File: config.mk
export PLATFORM = sky130hd
export DESIGN_NAME = stage_ex_ma
export DESIGN_NICKNAME = d
export VERILOG_FILES = /design/src/rv_mem_pkg.sv /design/src/stage_ex_ma.sv
export SDC_FILE = /design/constraint.sdc
export NUM_CORES = 1
export LEC_CHECK = 0
export BUFFER_PORTS_ARGS = -buffer_cell sky130_fd_sc_hd__buf_2
export CAP_MARGIN = 40
export CORE_ASPECT_RATIO = 0.8
export CORE_MARGIN = 4
export CORE_UTILIZATION = 46
export DETAILED_ROUTE_END_ITERATION = 6
export GPL_ROUTABILITY_DRIVEN = 0
export MAX_ROUTING_LAYER = met4
export PLACE_DENSITY = 0.86
export SLEW_MARGIN = 5
export SYNTH_ARGS = -nofsm -noshare
export SYNTH_HDL_FRONTEND = slang
export SYNTH_SLANG_ARGS = --single-unit
File: constraint.sdc
create_clock -name clk -period 1.6 [get_ports clk]
set_input_delay 0.32 -clock clk [delete_from_list [all_inputs] [get_ports clk]]
set_output_delay 0.32 -clock clk [all_outputs]
set_load 0.005 [all_outputs]
File: src/rv_mem_pkg.sv
`default_nettype none

package rv_mem_pkg;

    localparam int XLEN = 64;

    // Memory operation carried from EX into MA.
    typedef enum logic [3:0] {
        op_none     = 4'd0,  // ALU result passes through.
        op_load     = 4'd1,
        op_store    = 4'd2,
        op_lr       = 4'd3,
        op_sc       = 4'd4,
        op_amo_swap = 4'd5,
        op_amo_add  = 4'd6,
        op_amo_xor  = 4'd7,
        op_amo_or   = 4'd8,
        op_amo_and  = 4'd9,
        op_amo_min  = 4'd10,
        op_amo_max  = 4'd11,
        op_amo_minu = 4'd12,
        op_amo_maxu = 4'd13
    } mem_op_e;

    typedef enum logic [1:0] {
        size_b = 2'd0,
        size_h = 2'd1,
        size_w = 2'd2,
        size_d = 2'd3
    } mem_size_e;

    // Trap cause codes, mcause numbering.
    localparam logic [4:0] cause_none             = 5'd0;
    localparam logic [4:0] cause_load_misaligned  = 5'd4;
    localparam logic [4:0] cause_store_misaligned = 5'd6;

    function automatic logic is_amo_op(mem_op_e op);
        return op inside {op_amo_swap, op_amo_add, op_amo_xor, op_amo_or,
                          op_amo_and, op_amo_min, op_amo_max, op_amo_minu,
                          op_amo_maxu};
    endfunction

endpackage

`default_nettype wire

File: src/stage_ex_ma.sv
`timescale 1ns/1ns
`default_nettype none

module stage_ex_ma import rv_mem_pkg::*; #(
    parameter int ADDR_WIDTH = 12
) (
    input  logic                  clk,
    input  logic                  reset,
    input  logic                  clear,
    input  logic                  stall,
    input  logic                  trap_en,

    input  logic [ADDR_WIDTH-1:0] pc_in,
    input  logic [4:0]            rd_in,
    input  logic [XLEN-1:0]       result_in,
    input  logic [XLEN-1:0]       data2_in,
    input  mem_op_e               op_in,
    input  mem_size_e             size_in,
    input  logic                  unsigned_in,
    input  logic [4:0]            cause_in,

    output logic [ADDR_WIDTH-1:0] pc_out,
    output logic [4:0]            rd_out,
    output logic [XLEN-1:0]       result_out,
    output logic [XLEN-1:0]       data2_out,
    output mem_op_e               op_out,
    output mem_size_e             size_out,
    output logic                  unsigned_out,
    output logic [4:0]            cause_out
);

    logic flush;

    // A trap in MA kills the incoming instruction, but only once MA moves on.
    assign flush = clear | (trap_en & ~stall);

    always_ff @(posedge clk) begin
        if (reset || flush) begin
            pc_out       <= '0;
            rd_out       <= '0;
            result_out   <= '0;
            data2_out    <= '0;
            op_out       <= op_none;  // Bubble.
            size_out     <= size_b;
            unsigned_out <= 1'b0;
            cause_out    <= cause_none;
        end else if (!stall) begin
            pc_out       <= pc_in;
            rd_out       <= rd_in;
            result_out   <= result_in;
            data2_out    <= data2_in;
            op_out       <= op_in;
            size_out     <= size_in;
            unsigned_out <= unsigned_in;
            cause_out    <= cause_in;
        end
    end

endmodule

`default_nettype wire

==> flow_summary.yaml <==
floorplan:
  die_x_um: 139
  core_area_sq_um: 13100
  fp-row-count: 37
  dieHeight_um: 113
  die_area_sq_um: 15600
  start_util_pct: 48.0
  ios: 319
critical_path:
  path_buf_inv: 1
  path_delay_family: "flip-flops"
  rr_startpoint: "result_out[17]"
  cp_slowest_stage_delay_ns: 0.36
  crit_slowest_cell: "dfxtp_1"
  crit_fanout: 2
  cp-start-kind: "register"
  crit_type: "reg2out"
  cp.required_ns: 1.28
  crit_path_start: "result_out[34]"
  arrival_ns: 0.89
  setup.worst_path.end_class: "primary output"
  path_cells: "buf_2"
global_route:
  grt_max_degree: 85
  grt_use_total_pct: 22.4
  antenna_found_initial: 0
  grt_pass1_vias: 5729
  grt_pass1_wl_mm: 28.2
  gr-total-overflow: 0
cells_and_area:
  syn_to_final_growth_pct: 36.3
  num_antenna_cells: 0
  final_core_util_pct: 65.3
  drive_gt1_share_pct: 36.7
  finalNetCount: 1144
power_and_ir_drop:
  combinationalPowerShare_pct: 8.9
  power.leakage_nw: 3.78
  power.density_nw_per_um2: 1020
  internal_power_mw: 6.68
  max-vdd-ir-drop_v: 0.000858
  power_frac_seq_pct: 46.2
  power_mw: 8.71
  pwr-share-clk_pct: 44.9
  p_switching_mw: 2.03
  netSwitchingFraction_pct: 23.3
drt:
  first_pass_iters: 5
  wl_met1_mm: 7.15
  drtIter0Drc: 276
  route.met3.wl_mm: 1.28
  drc_errors: 0
  top_layer: "met4"
  wl_per_cell_um: 15.2
  routed_via_density: 5.10
  met2_length_mm: 8.78
  vias: 5955
  drt_wl_total_mm: 17.7
  ant_nets: 0
synthesis:
  ys.flop_type: "dfxtp_1"
  syn-num-nets: 861
  yosys.area.top_type_share_pct: 50.0
  synth.avg_cell_area_sq_um: 8.99
  synth_top_cells_by_count: "157 x a21oi_1, 157 x dfxtp_1, 157 x nand2_1, 157 x or3b_1, 33 x clkbuf_1"
  ys_async_sr_fraction_pct: 0
  synth_top_cell_by_area: "dfxtp_1"
  ys_warn_count: 0
  synth_area_leaders: "dfxtp_1 50%, or3b_1 22%, a21oi_1 13%"
  synth_cell_types: 11
  synthCells: 699
  syn-cell-area_sq_um: 6280
  synth_edf_count: 0
  synth_seq_cells: 157
  synth-seq-area-share_pct: 50.0
clock_network:
  clk_path_buf_depth: 2
  numCtsBuffers: 17
  worst_skew_pair.late_latency_ns: 0.40
  cts.repair.resized: 0
  cts-root-buf: "clkbuf_16"
  cts_tree: "built"
  clock_sinks: 157
  ctsHtreeMaxLevel: 4
  hold_buffers: 0
  clkTransAtPathRegs_ns: 0.07
  post_cts_buffers: 0
placed_design:
  pre_cts_slack_ns: 0.199
  dp_hpwl_mm: 12.6
  port-buffer-count: 318
timing:
  max_slew_margin_pct: 69.6
  fin_crit_sh_pct: 75.8
  tns_ns: 0
  slew_viol_final: 0
  period_minus_slack_ns: 1.21
  skew_ns: 0
  fmax_mhz: 825
  rsz0062_at_grt: "no"
  setup_ws_ns: 0.388
  hold_violations: 0
  worstMarginPinSlew_ns: 0.456
  setup_violations: 0
flow_run:
  drv_cap: 0
worst_hold_path:
  min_path_type: "in2reg"
  worstHoldStart: "data2_in[22]"
run_status:
  status: "finished clean"
[flip-flops by register name, indices dropped and copies added, names as in the netlist]
| register | flops |
|---|---|
| op_out | 4 |
| rd_out | 5 |
| data2_out | 64 |
| cause_out | 5 |
| size_out | 2 |
| unsigned_out | 1 |
| result_out | 64 |
| pc_out | 12 |
[kinds of logic (layout without fill, tap and decap cells)]
| family | Yosys count | count (layout) | share of synthesized area, % |
|---|---|---|---|
| buffers and inverters | 70 | 364 | 6.09 |
| AND/OR/NAND/NOR | 315 | 315 | 31.4 |
| AO/OA/AOI/OAI | 157 | 157 | 12.5 |
| flip-flops | 157 | 157 | 50.0 |
[path summary, 6_finish.rpt]
kind	end	slack, ns	depth (start not counted)
worst min-delay path	data2_out[22]	0.25	3
worst max-delay path	result_out[34]	0.39	1
worst min register to register	cause_out[4]	0.45	2
worst max register to register	result_out[17]	0.96	2
[layout by cell type (no fill, tap or decap), drive strengths merged]
cell type,netlist,routed
nand2,157,157
clkinvlp,0,6
or2,1,1
clkbuf,34,18
bufinv,0,2
buf,36,334
clkinv,0,1
or3b,157,157
inv,0,3
a21oi,157,157
dfxtp,157,157
[through the flow]
| stage | instance area (sq um) | cells | hold WS [ns] |
|---|---|---|---|
| 2_1_floorplan | 6280 | 699 | 0.448 |
| 3_3_place_gp | 7990 | 1138 | 0.437 |
| 3_5_place_dp | 7990 | 1138 | 0.443 |
| 4_1_cts | 8560 | 1168 | 0.226 |
| 5_1_grt | 8560 | 1168 | 0.228 |
| 6_report | 8560 | 1168 | 0.248 |
[power groups by stage]
| stage | logic, mW | registers (mW) | clock network, mW |
|---|---|---|---|
| after floorplan | 0.411 | 4.12 | 0 |
| after global placement | 0.764 | 4.11 | 0 |
| after detailed placement | 0.778 | 4.11 | 0 |
| after CTS | 0.785 | 4.03 | 3.98 |
| after global routing | 0.861 | 4.03 | 4.17 |
| final | 0.777 | 4.03 | 3.91 |
[per-layer routing]
metal | GRT usage, % | vias to the layer above
li1 | - | 2972
met3 | 5.79 | 46
met2 | 36.7 | 248
met1 | 26.6 | 2689
met5 | - | -
met4 | 9.00 | 0
[area by class of cell]
cell class / count / area [sq um]
Timing Repair Buffer: 334 / 1870
Sequential cell: 157 / 3140
Clock inverter: 12 / 140
Fill cell: 1063 / 4540
Clock buffer: 18 / 429
Multi-Input combinational cell: 472 / 2760
Tap cell: 175 / 219
No activity file was read; power rests on OpenSTA's default activity.
